<file path="src/include/stream_config.svh">
`ifndef STREAM_CONFIG_SVH
`define STREAM_CONFIG_SVH

// Number of merged input ports
`define STREAM_PORTS 4

// Payload bits carried by one beat
`define STREAM_PAYLOAD_WIDTH 16

// Port index width, log2 of the port count
`define STREAM_ID_WIDTH 2

// Configuration register map
`define CFG_ADDR_MODE 1'b0
`define CFG_ADDR_LOCK 1'b1

`endif

</file>
<file path="src/hw/stream_pkg.sv">
`default_nettype none

`include "stream_config.svh"

package stream_pkg;

    // Port index, also the width of a beat id
    typedef logic [`STREAM_ID_WIDTH-1:0] port_index_t;

    // One beat as it travels through the merge
    typedef struct packed {
        logic [`STREAM_PAYLOAD_WIDTH-1:0] payload;
        port_index_t                      id;
        logic                             last;
    } stream_beat_t;

    // Selection policy of the merge
    typedef enum logic [0:0] {
        MERGE_ROUND_ROBIN = 1'b0,
        MERGE_ORDERED     = 1'b1
    } merge_mode_t;

    // Configuration driven by the register block
    typedef struct packed {
        merge_mode_t mode;
        logic        lock_on_last;
    } merge_cfg_t;

endpackage

`default_nettype wire

</file>
<file path="src/hw/stream_controller.sv">
`timescale 1ns/1ps
`default_nettype none

`include "stream_config.svh"

module stream_controller (
    input  logic                     clk,
    input  logic                     rst,

    input  logic [`STREAM_PORTS-1:0] grant,
    input  logic [`STREAM_PORTS-1:0] valid_input,
    input  logic                     ready_output,

    output logic [`STREAM_PORTS-1:0] ready_input,
    output logic [`STREAM_PORTS-1:0] consume,
    output logic                     enable
);

    logic granted_valid;
    logic any_grant;

    always_comb begin
        granted_valid = |(grant & valid_input);
        any_grant     = |grant;

        // A transfer needs the chosen source and room downstream
        enable  = granted_valid & ready_output;
        consume = grant & {`STREAM_PORTS{enable}};

        if (any_grant) begin
            ready_input = grant & {`STREAM_PORTS{ready_output}};
        end else begin
            // Idle ports see ready, valid ones waiting for their turn do not
            ready_input = ~valid_input & {`STREAM_PORTS{ready_output}};
        end
    end

endmodule

`default_nettype wire

</file>
<file path="src/hw/stream_stage.sv">
`timescale 1ns/1ps
`default_nettype none

`include "stream_config.svh"

module stream_stage (
    input  logic                     clk,
    input  logic                     rst,

    input  logic                     in_valid,
    input  stream_pkg::stream_beat_t in_beat,
    output logic                     in_ready,

    output logic                     out_valid,
    output stream_pkg::stream_beat_t out_beat,
    input  logic                     out_ready
);

    import stream_pkg::*;

    logic         main_valid;
    stream_beat_t main_beat;
    logic         spare_valid;
    stream_beat_t spare_beat;
    logic         accept;

    assign accept    = in_valid & in_ready;
    assign in_ready  = ~spare_valid;
    assign out_valid = main_valid;
    assign out_beat  = main_beat;

    // Valid flags
    always_ff @(posedge clk) begin
        if (rst) begin
            main_valid  <= 1'b0;
            spare_valid <= 1'b0;
        end else if (out_ready || !main_valid) begin
            // Main drains, spare moves up first
            main_valid  <= spare_valid | accept;
            spare_valid <= 1'b0;
        end else if (accept) begin
            spare_valid <= 1'b1;
        end
    end

    // Beat storage
    always_ff @(posedge clk) begin
        if (out_ready || !main_valid) begin
            if (spare_valid) begin
                main_beat <= spare_beat;
            end else if (accept) begin
                main_beat <= in_beat;
            end
        end else if (accept) begin
            spare_beat <= in_beat;
        end
    end

endmodule

`default_nettype wire

</file>
<file path="src/hw/merge_arbiter.sv">
`timescale 1ns/1ps
`default_nettype none

`include "stream_config.svh"

module merge_arbiter (
    input  logic                     clk,
    input  logic                     rst,

    input  stream_pkg::merge_cfg_t   cfg,

    input  logic [`STREAM_PORTS-1:0] in_valid,
    input  stream_pkg::stream_beat_t in_beat [`STREAM_PORTS],

    input  logic                     enable,
    output logic [`STREAM_PORTS-1:0] grant,
    output stream_pkg::stream_beat_t sel_beat,
    output logic                     produce
);

    import stream_pkg::*;

    // Pointer in round robin, expected id in ordered mode
    port_index_t prio;
    logic        locked;

    port_index_t sel_idx;
    logic        found;

    function automatic port_index_t next_index(input port_index_t idx);
        if (int'(idx) == `STREAM_PORTS - 1) begin
            return '0;
        end
        return port_index_t'(idx + 1'b1);
    endfunction

    // Winner search
    always_comb begin
        port_index_t idx;

        found   = 1'b0;
        sel_idx = prio;
        idx     = prio;

        if (cfg.mode == MERGE_ROUND_ROBIN) begin
            if (locked) begin
                // Stay on the port until its packet ends
                found = 1'b1;
            end else begin
                for (int i = 0; i < `STREAM_PORTS; i++) begin
                    if (!found && in_valid[idx]) begin
                        found   = 1'b1;
                        sel_idx = idx;
                    end
                    idx = next_index(idx);
                end
            end
        end else begin
            // Lowest port holding the expected id
            for (int i = 0; i < `STREAM_PORTS; i++) begin
                if (!found && in_valid[i] && (in_beat[i].id == prio)) begin
                    found   = 1'b1;
                    sel_idx = port_index_t'(i);
                end
            end
        end
    end

    always_comb begin
        grant = '0;
        if (found) begin
            grant[sel_idx] = 1'b1;
        end

        // A locked grant may sit on a port that has nothing yet
        produce = found & in_valid[sel_idx];

        sel_beat = in_beat[sel_idx];
        if (cfg.mode == MERGE_ROUND_ROBIN) begin
            sel_beat.id = sel_idx;
        end else begin
            sel_beat.id = prio;
        end
    end

    // Priority and lock state, advanced on each transfer
    always_ff @(posedge clk) begin
        if (rst) begin
            prio   <= '0;
            locked <= 1'b0;
        end else if (enable) begin
            if (cfg.mode == MERGE_ORDERED) begin
                prio   <= next_index(prio);
                locked <= 1'b0;
            end else if (cfg.lock_on_last && !in_beat[sel_idx].last) begin
                prio   <= sel_idx;
                locked <= 1'b1;
            end else begin
                prio   <= next_index(sel_idx);
                locked <= 1'b0;
            end
        end
    end

endmodule

`default_nettype wire

</file>
<file path="src/hw/merge_cfg_regs.sv">
`timescale 1ns/1ps
`default_nettype none

`include "stream_config.svh"

module merge_cfg_regs (
    input  logic                   clk,
    input  logic                   rst,

    input  logic                   cfg_write,
    input  logic                   cfg_addr,
    input  logic                   cfg_wdata,
    output logic                   cfg_rdata,

    output stream_pkg::merge_cfg_t cfg
);

    import stream_pkg::*;

    // Round robin, no packet lock out of reset
    always_ff @(posedge clk) begin
        if (rst) begin
            cfg.mode         <= MERGE_ROUND_ROBIN;
            cfg.lock_on_last <= 1'b0;
        end else if (cfg_write) begin
            case (cfg_addr)
                `CFG_ADDR_MODE: cfg.mode         <= merge_mode_t'(cfg_wdata);
                `CFG_ADDR_LOCK: cfg.lock_on_last <= cfg_wdata;
                default: ;
            endcase
        end
    end

    // Level read of the addressed bit
    always_comb begin
        case (cfg_addr)
            `CFG_ADDR_MODE: cfg_rdata = cfg.mode;
            `CFG_ADDR_LOCK: cfg_rdata = cfg.lock_on_last;
            default:        cfg_rdata = 1'b0;
        endcase
    end

endmodule

`default_nettype wire

</file>
<file path="src/hw/stream_merge_top.sv">
`timescale 1ns/1ps
`default_nettype none

`include "stream_config.svh"

module stream_merge_top (
    input  logic                     clk,
    input  logic                     rst,

    input  logic [`STREAM_PORTS-1:0] in_valid,
    input  stream_pkg::stream_beat_t in_beat [`STREAM_PORTS],
    output logic [`STREAM_PORTS-1:0] in_ready,

    output logic                     out_valid,
    output stream_pkg::stream_beat_t out_beat,
    input  logic                     out_ready,

    input  logic                     cfg_write,
    input  logic                     cfg_addr,
    input  logic                     cfg_wdata,
    output logic                     cfg_rdata
);

    import stream_pkg::*;

    merge_cfg_t               cfg;
    logic [`STREAM_PORTS-1:0] grant;
    logic                     enable;
    stream_beat_t             sel_beat;
    logic                     produce;
    logic                     stage_ready;

    merge_cfg_regs merge_cfg_regs_inst (
        .clk, .rst,
        .cfg_write, .cfg_addr, .cfg_wdata, .cfg_rdata,
        .cfg
    );

    stream_controller stream_controller_inst (
        .clk, .rst,
        .grant,
        .valid_input  (in_valid),
        .ready_output (stage_ready),
        .ready_input  (in_ready),
        .consume      (),
        .enable
    );

    merge_arbiter merge_arbiter_inst (
        .clk, .rst,
        .cfg,
        .in_valid, .in_beat,
        .enable,
        .grant, .sel_beat, .produce
    );

    // Registered output stage
    stream_stage stream_stage_inst (
        .clk, .rst,
        .in_valid  (produce),
        .in_beat   (sel_beat),
        .in_ready  (stage_ready),
        .out_valid, .out_beat, .out_ready
    );

endmodule

`default_nettype wire

</file>
<file path="config.mk">
export PLATFORM = sky130hd
export DESIGN_NAME = stream_merge_top
export DESIGN_NICKNAME = d
export VERILOG_FILES = /design/src/hw/stream_pkg.sv /design/src/hw/stream_controller.sv /design/src/hw/stream_stage.sv /design/src/hw/merge_arbiter.sv /design/src/hw/merge_cfg_regs.sv /design/src/hw/stream_merge_top.sv
export VERILOG_INCLUDE_DIRS = /design/src /design/src/include
export SDC_FILE = /design/constraint.sdc
export NUM_CORES = 1
export LEC_CHECK = 0
export BUFFER_PORTS_ARGS = -buffer_cell sky130_fd_sc_hd__buf_2
export CAP_MARGIN = 15
export CORE_MARGIN = 2
export CORE_UTILIZATION = 52
export DETAILED_ROUTE_END_ITERATION = 16
export HOLD_SLACK_MARGIN = 0.02
export PLACE_DENSITY = 0.82
export SLEW_MARGIN = 10
export SYNTH_ARGS = -nofsm -noshare
export SYNTH_HDL_FRONTEND = slang
export SYNTH_SLANG_ARGS = --single-unit
</file>
<file path="constraint.sdc">
create_clock -name clk -period 7.05 [get_ports clk]
set_input_delay 1.41 -clock clk [delete_from_list [all_inputs] [get_ports clk]]
set_output_delay 1.41 -clock clk [all_outputs]
set_load 0.005 [all_outputs]
</file>
======== Yosys cells after proc, flatten, opt, wreduce, memory -nomap -nowiden ========
Cells that the tools add are included.
operators by class
  add/subtract/negate cells ............... 4
  order comparisons ....................... 7
  equality and inequality tests ........... 8
  multiplexer cells ....................... 85
  bitwise operators ....................... 12
  reduce and logical (&&, ||, !) cells .... 29
operator list
  operator                                                                count
  19-bit two-way mux                                                      4
  2-bit two-way mux                                                       27
  1-bit two-way mux                                                       44
  19-bit binary-select mux with 2-bit select                              1
  2-bit by 3-bit < comparator with 1-bit output (second input constant)   5
  4-bit bitwise AND                                                       3
  1-bit logical AND                                                       12
  1-bit binary-select mux with 2-bit select                               5
  2-bit by 1-bit adder with 2-bit output (second input constant)          4
  2-bit by 1-bit == test with 1-bit output (second input constant)        4
  2-bit == test                                                           4
  1-bit zero test                                                         8
  4-bit two-way mux                                                       2
  2-bit AND reduction                                                     4
  4-bit OR reduction                                                      2
  4-bit NOT                                                               1
  1-bit bitwise AND                                                       3
  3-bit >= comparator (second input constant)                             1
  1-bit NOT                                                               3
  2-bit NOT with 3-bit output                                             1
  1-bit demux with 2-bit select                                           1
  2-bit by 1-bit >= comparator with 1-bit output (second input constant)  1
  1-bit case mux with 2 select lines                                      1
  2-bit nonzero test                                                      1
  other kinds (3)                                                         3
word-level totals
  bits in registers ....................... 45
  bits of input ports ..................... 86
  output and inout bits ................... 25
  logic and storage cells ................. 157

======== Longest topological paths before layout ========
  depth in word-level cells ............... 40
  depth in mapped cells ................... 20
  depth with buffers taken out ............ 16

======== By module ========
A second synthesis with hierarchy kept.
second synthesis, totals
  cells, all modules ...................... 306
  area total of the unflattened synthesis .. 3185.6 um^2
by module, submodules not included
  module             times used  cells an instance  area an instance (um^2)  sequential area each (um^2)
  stream_stage       1           68                 1522.7                   1181.1
  merge_arbiter      1           208                1432.6                   60.1
  stream_controller  1           20                 126.4                    0.0
  merge_cfg_regs     1           10                 103.8                    40.0

======== Worst setup path after synthesis ========
No wires, ideal clock.
  kind .................................... in2out
  start ................................... in in_valid[2]
  end ..................................... out in_ready[0]
  data arrival time ....................... 3968 ps
  data required time ...................... 5640 ps
  slack ................................... 1672 ps
  cell stages on the path ................. 14
  buffers on the path ..................... 2
  cells stage by stage .................... mux4_2 > nor2b_1 > inv_1 > o21ai_1 > a221oi_2 > nor2_2 > buf_6 > buf_6 > inv_1 > ha_1 > o41a_1 > nor2_1 > a21oi_1 > nor2_1
between the ends
  longest elaborated chain between the ends .. 27
  elaborated cells on any way between the ends .. 50
  those cells by class .................... order compare: 2; mux: 34; bitwise: 1; reduce/logical: 13
RTL lines
  element                                                                                                                                       line                                              text
  start, declared                                                                                                                               stream_merge_top.sv:10                            input logic [`STREAM_PORTS-1:0] in_valid,
  1-bit binary-select mux with 2-bit select                                                                                                     merge_arbiter.sv:51                               if (!found && in_valid[idx]) begin
  1-bit two-way mux (implied by the code)                                                                                                       merge_arbiter.sv:51
  1-bit two-way mux                                                                                                                             merge_arbiter.sv:51
  1-bit two-way mux                                                                                                                             merge_arbiter.sv:46                               if (locked) begin
  1-bit two-way mux                                                                                                                             merge_arbiter.sv:45                               if (cfg.mode == MERGE_ROUND_ROBIN) begin
  1-bit zero test                                                                                                                               merge_arbiter.sv:51
  1-bit logical AND                                                                                                                             merge_arbiter.sv:51
  1-bit two-way mux                                                                                                                             merge_arbiter.sv:51
  [... 11 more ...]                                                                                                                             --
  2-bit two-way mux                                                                                                                             merge_arbiter.sv:45
  2-bit by 3-bit < comparator with 1-bit output (implied by the code) / 2-bit by 1-bit >= comparator with 1-bit output (equally long branches)  merge_arbiter.sv:72                               grant[sel_idx] = 1'b1;
  1-bit logical AND (implied by the code)                                                                                                       merge_arbiter.sv:72
  1-bit two-way mux (implied by the code)                                                                                                       merge_arbiter.sv:72
  1-bit demux with 2-bit select                                                                                                                 --
  4-bit two-way mux *                                                                                                                           merge_arbiter.sv:71                               if (found) begin
  4-bit OR reduction / 4-bit bitwise AND (equally long branches)                                                                                stream_controller.sv:24, stream_controller.sv:31
  4-bit two-way mux *                                                                                                                           stream_controller.sv:30                           if (any_grant) begin
  end, declared                                                                                                                                 stream_merge_top.sv:12                            output logic [`STREAM_PORTS-1:0] in_ready,
Mark *: on every way between the ends. The rest lies on a longest branch, timed or not. The select of a mux whose other input is x is not followed.

======== Worst setup path after layout ========
  start ................................... in in_valid[0]
  end ..................................... out in_ready[2]
Same word-level chain as after synthesis.

==> results by group <==
Timing
  • Total negative slack: 0 ns
  • RSZ-0062 raised after global routing: no
  • Final setup violation count: 0
  • Clock Skew: approximately 0.011 ns
  • Min Tclk post-route: ~6.2 ns
  • Slew HR: about 30%
  • Final period utilization: 88.1%
  • Slew Viols, Final: 0
  • Max Clock Freq: approximately 160 MHz
  • Final Hold Fails: 0
  • Measured slew at the worst slew-check pin: around 1.1 ns

Synth
  • Mapped cell area: 0.00329 mm²
  • Syn_area_per_cell: 10.9 µm²
  • Cells after synthesis: about 300
  • Post-synth net total: roughly 390
  • Primary FF master, synth: edfxtp_1
  • Ys Warns: 0
  • Sequential area share after synthesis: between 30 and 40%
  • Synth async-reset ratio: 0%
  • Number of enable flip-flop cells after synthesis: 38
  • Cell variety after synth: 57
  • Synth Register Bits: 45

Clock tree
  • Cts hold-fix bufs: 0
  • Clk root buf: clkbuf_8
  • Worst-path clk slew: about 0.1 ns
  • CTS tree: yes
  • Post-CTS setup buffers: 0
  • # clock sinks: 45
  • Post_cts resized: 0
  • H-Tree Depth: 2
  • CTS Buf Count: 5
  • CTS Buffer Depth: 2
  • Worst-Skew Late Latency: around 0.31 ns

Drt
  • WL per Instance: ~16 µm
  • First-pass DRT Iterations: 4
  • Residual DRC: 0
  • 1st-iter DRT viols: 150
  • Vias/cell: 5.75
  • DRT antenna net count: 0
  • Via count: about 2,700
  • Detailed-route wire length: roughly 7600 µm

Global routing
  • All-Layer GR Usage: between 20 and 25%
  • Largest net degree at the start of global routing: 33
  • Global-route wire length before repair: 12,700 µm
  • Remaining Overflow, GRT: 0
  • Number of antenna violations at the first check in global routing: 0
  • Vias in the first global route: 2,731

Placement
  • Routability cong.: about 0.9
  • Buffers added on ports: 110
  • DP HPWL: ~5800 µm
  • Placed cell count: about 470
  • Placed cell area: around 0.0038 mm²

Layout
  • Antenna cells: 0
  • Commonest non-fill, non-tap cell in the layout: buf_2
  • Post-layout nets: 490
  • Commonest cells after routing, fill and taps aside: buf_2, mux2i_1, edfxtp_1, mux2_2, nor2_1
  • Layout area overhead: 18.4%
  • Final Cell Area: ~0.004 mm²
  • Final cell count without fillers: around 480
  • Share of cells above drive strength 1: around two fifths

Floorplan
  • Chip width: 83.6 µm
  • Initial core utilization: a little over half
  • Die Height: between 80 and 90 µm
  • Ports: approximately 110
  • Row count: 28
  • Die area: approximately 0.0070 mm²
  • Core area: around 0.006 mm²

Pwr
  • Leakage: about 1.6 nW
  • PD cells: between 300 and 400 mW/mm²
  • Worst vdd ir: between 0.3 and 0.4 mV

Critical path
  • Crit-path cells: buf_2 > mux4_2 > nor2b_1 > inv_1 > o21ai_1 > a221oi_2 > nor2_2 > inv_1 > ha_1 > o41a_1 > nor2_1 > a21oi_1 > nor2_1 > buf_2
  • R2R Setup Slk: around 2.2 ns
  • Top delay family on crit path: simple AND/OR/NAND/NOR gates
  • Req. time, crit path: about 5.6 ns
  • Buf/Inv on CP: 4
  • Critical path startpoint category: input pin
  • CP max stage delay: about 0.63 ns
  • CP Class: in -> out
  • Crit path capture type: primary output
  • CP max FO: 16
  • CP arrival: approximately 4.8 ns
  • Worst path slowest cell: nor2_2

Status
  • Status: completed

Job
  • MaxCap Viol Count: 0

Worst hold path
  • Hold Crit Class: reg -> reg
-- worst min-delay path, cell delays in order, from the launching register on --
cell      delay [ns]
dfxtp_1         0.33
nand2b_1        0.09
nor3_1          0.04
-- Yosys cell counts (5+ instances only) --
cell type	n	area (µm²)
mux2i_1	55	551
edfxtp_1	38	1140
mux2_2	21	236
nor2_1	21	78.8
a21oi_1	16	80.1
nand2_1	16	60.1
inv_1	10	37.5
buf_6	9	101
xnor2_1	8	70.1
buf_2	7	35.0
dfxtp_1	7	140
clkbuf_1	6	22.5
nand2b_1	6	37.5
nand3_1	6	30.0
a31oi_1	5	31.3
ha_1	5	62.6
nor3_1	5	25.0
o21ai_0	5	25.0
-- through the flow --
stage	hold WS (ns)	util, %	worst slack [ns]	power (mW)
after CTS	0.509	64.7	0.843	1.57
after global routing	0.538	64.7	0.510	1.67
after floorplan	0.477	-	1.67	1.18
after global placement	0.468	63.1	1.01	1.36
final	0.509	64.7	0.838	1.56
after detailed placement	0.485	63.1	0.858	1.40
-- cell families (layout without fill, tap and decap cells) --
kind of cell             count (synthesis)  after routing  share of synthesized area, %
multiplexers                            80             80                          26.1
flip-flops                              45             45                          38.9
buffers and inverters                   34            132                          6.31
AO/OA/AOI/OAI                           53             53                          12.0
AND/OR/NAND/NOR                         76             76                          12.4
adder cells (fa/ha/maj)                  5              5                          1.90
XOR/XNOR                                 9              9                          2.39
-- flip-flops by register name, summed over array words and instances (netlist names) --
signal / cells
stream_stage_inst.spare_valid: 1
stream_stage_inst.spare_beat: 19
merge_cfg_regs_inst.cfg: 2
stream_stage_inst.out_beat: 19
stream_stage_inst.out_valid: 1
merge_arbiter_inst.locked: 1
merge_arbiter_inst.prio: 2
-- path summary, 6_finish.rpt --
check	startpoint	endpoint	depth (start not counted)
max	in_valid[0]	in_ready[2]	14
min reg2reg	stream_stage_inst.out_valid	stream_stage_inst.spare_valid	2
min	stream_stage_inst.out_valid	stream_stage_inst.spare_valid	2
max reg2reg	merge_arbiter_inst.prio[1]	stream_stage_inst.out_beat[1]	10
-- layout make-up --
cell class / count / area (µm²)
clock buffer: 5 / 68.8
fill: 494 / 2130
clock inverter: 3 / 25.0
tap: 75 / 93.8
inverter: 10 / 37.5
multi-input combinational: 223 / 1810
sequential: 45 / 1280
timing repair buffer: 114 / 581
-- where the power goes --
| group | total (mW) | switching, mW | internal [mW] | leakage, nW |
|---|---|---|---|---|
| Sequential | 0.479 | 0.0330 | 0.446 | 0.413 |
| Combinational | 0.912 | 0.499 | 0.413 | 1.17 |
| Clock | 0.168 | 0.0955 | 0.0723 | 0.0452 |
-- routing by layer --
metal	up-vias	GRT usage, %	share of wire (%)
met4	0	5.43	1.2
met5	-	0	0
met1	1280	25.9	39
met2	103	41.2	53
li1	1338	-	-
met3	9	4.15	6.6
Note: power is estimated with default switching activity, not from simulation.
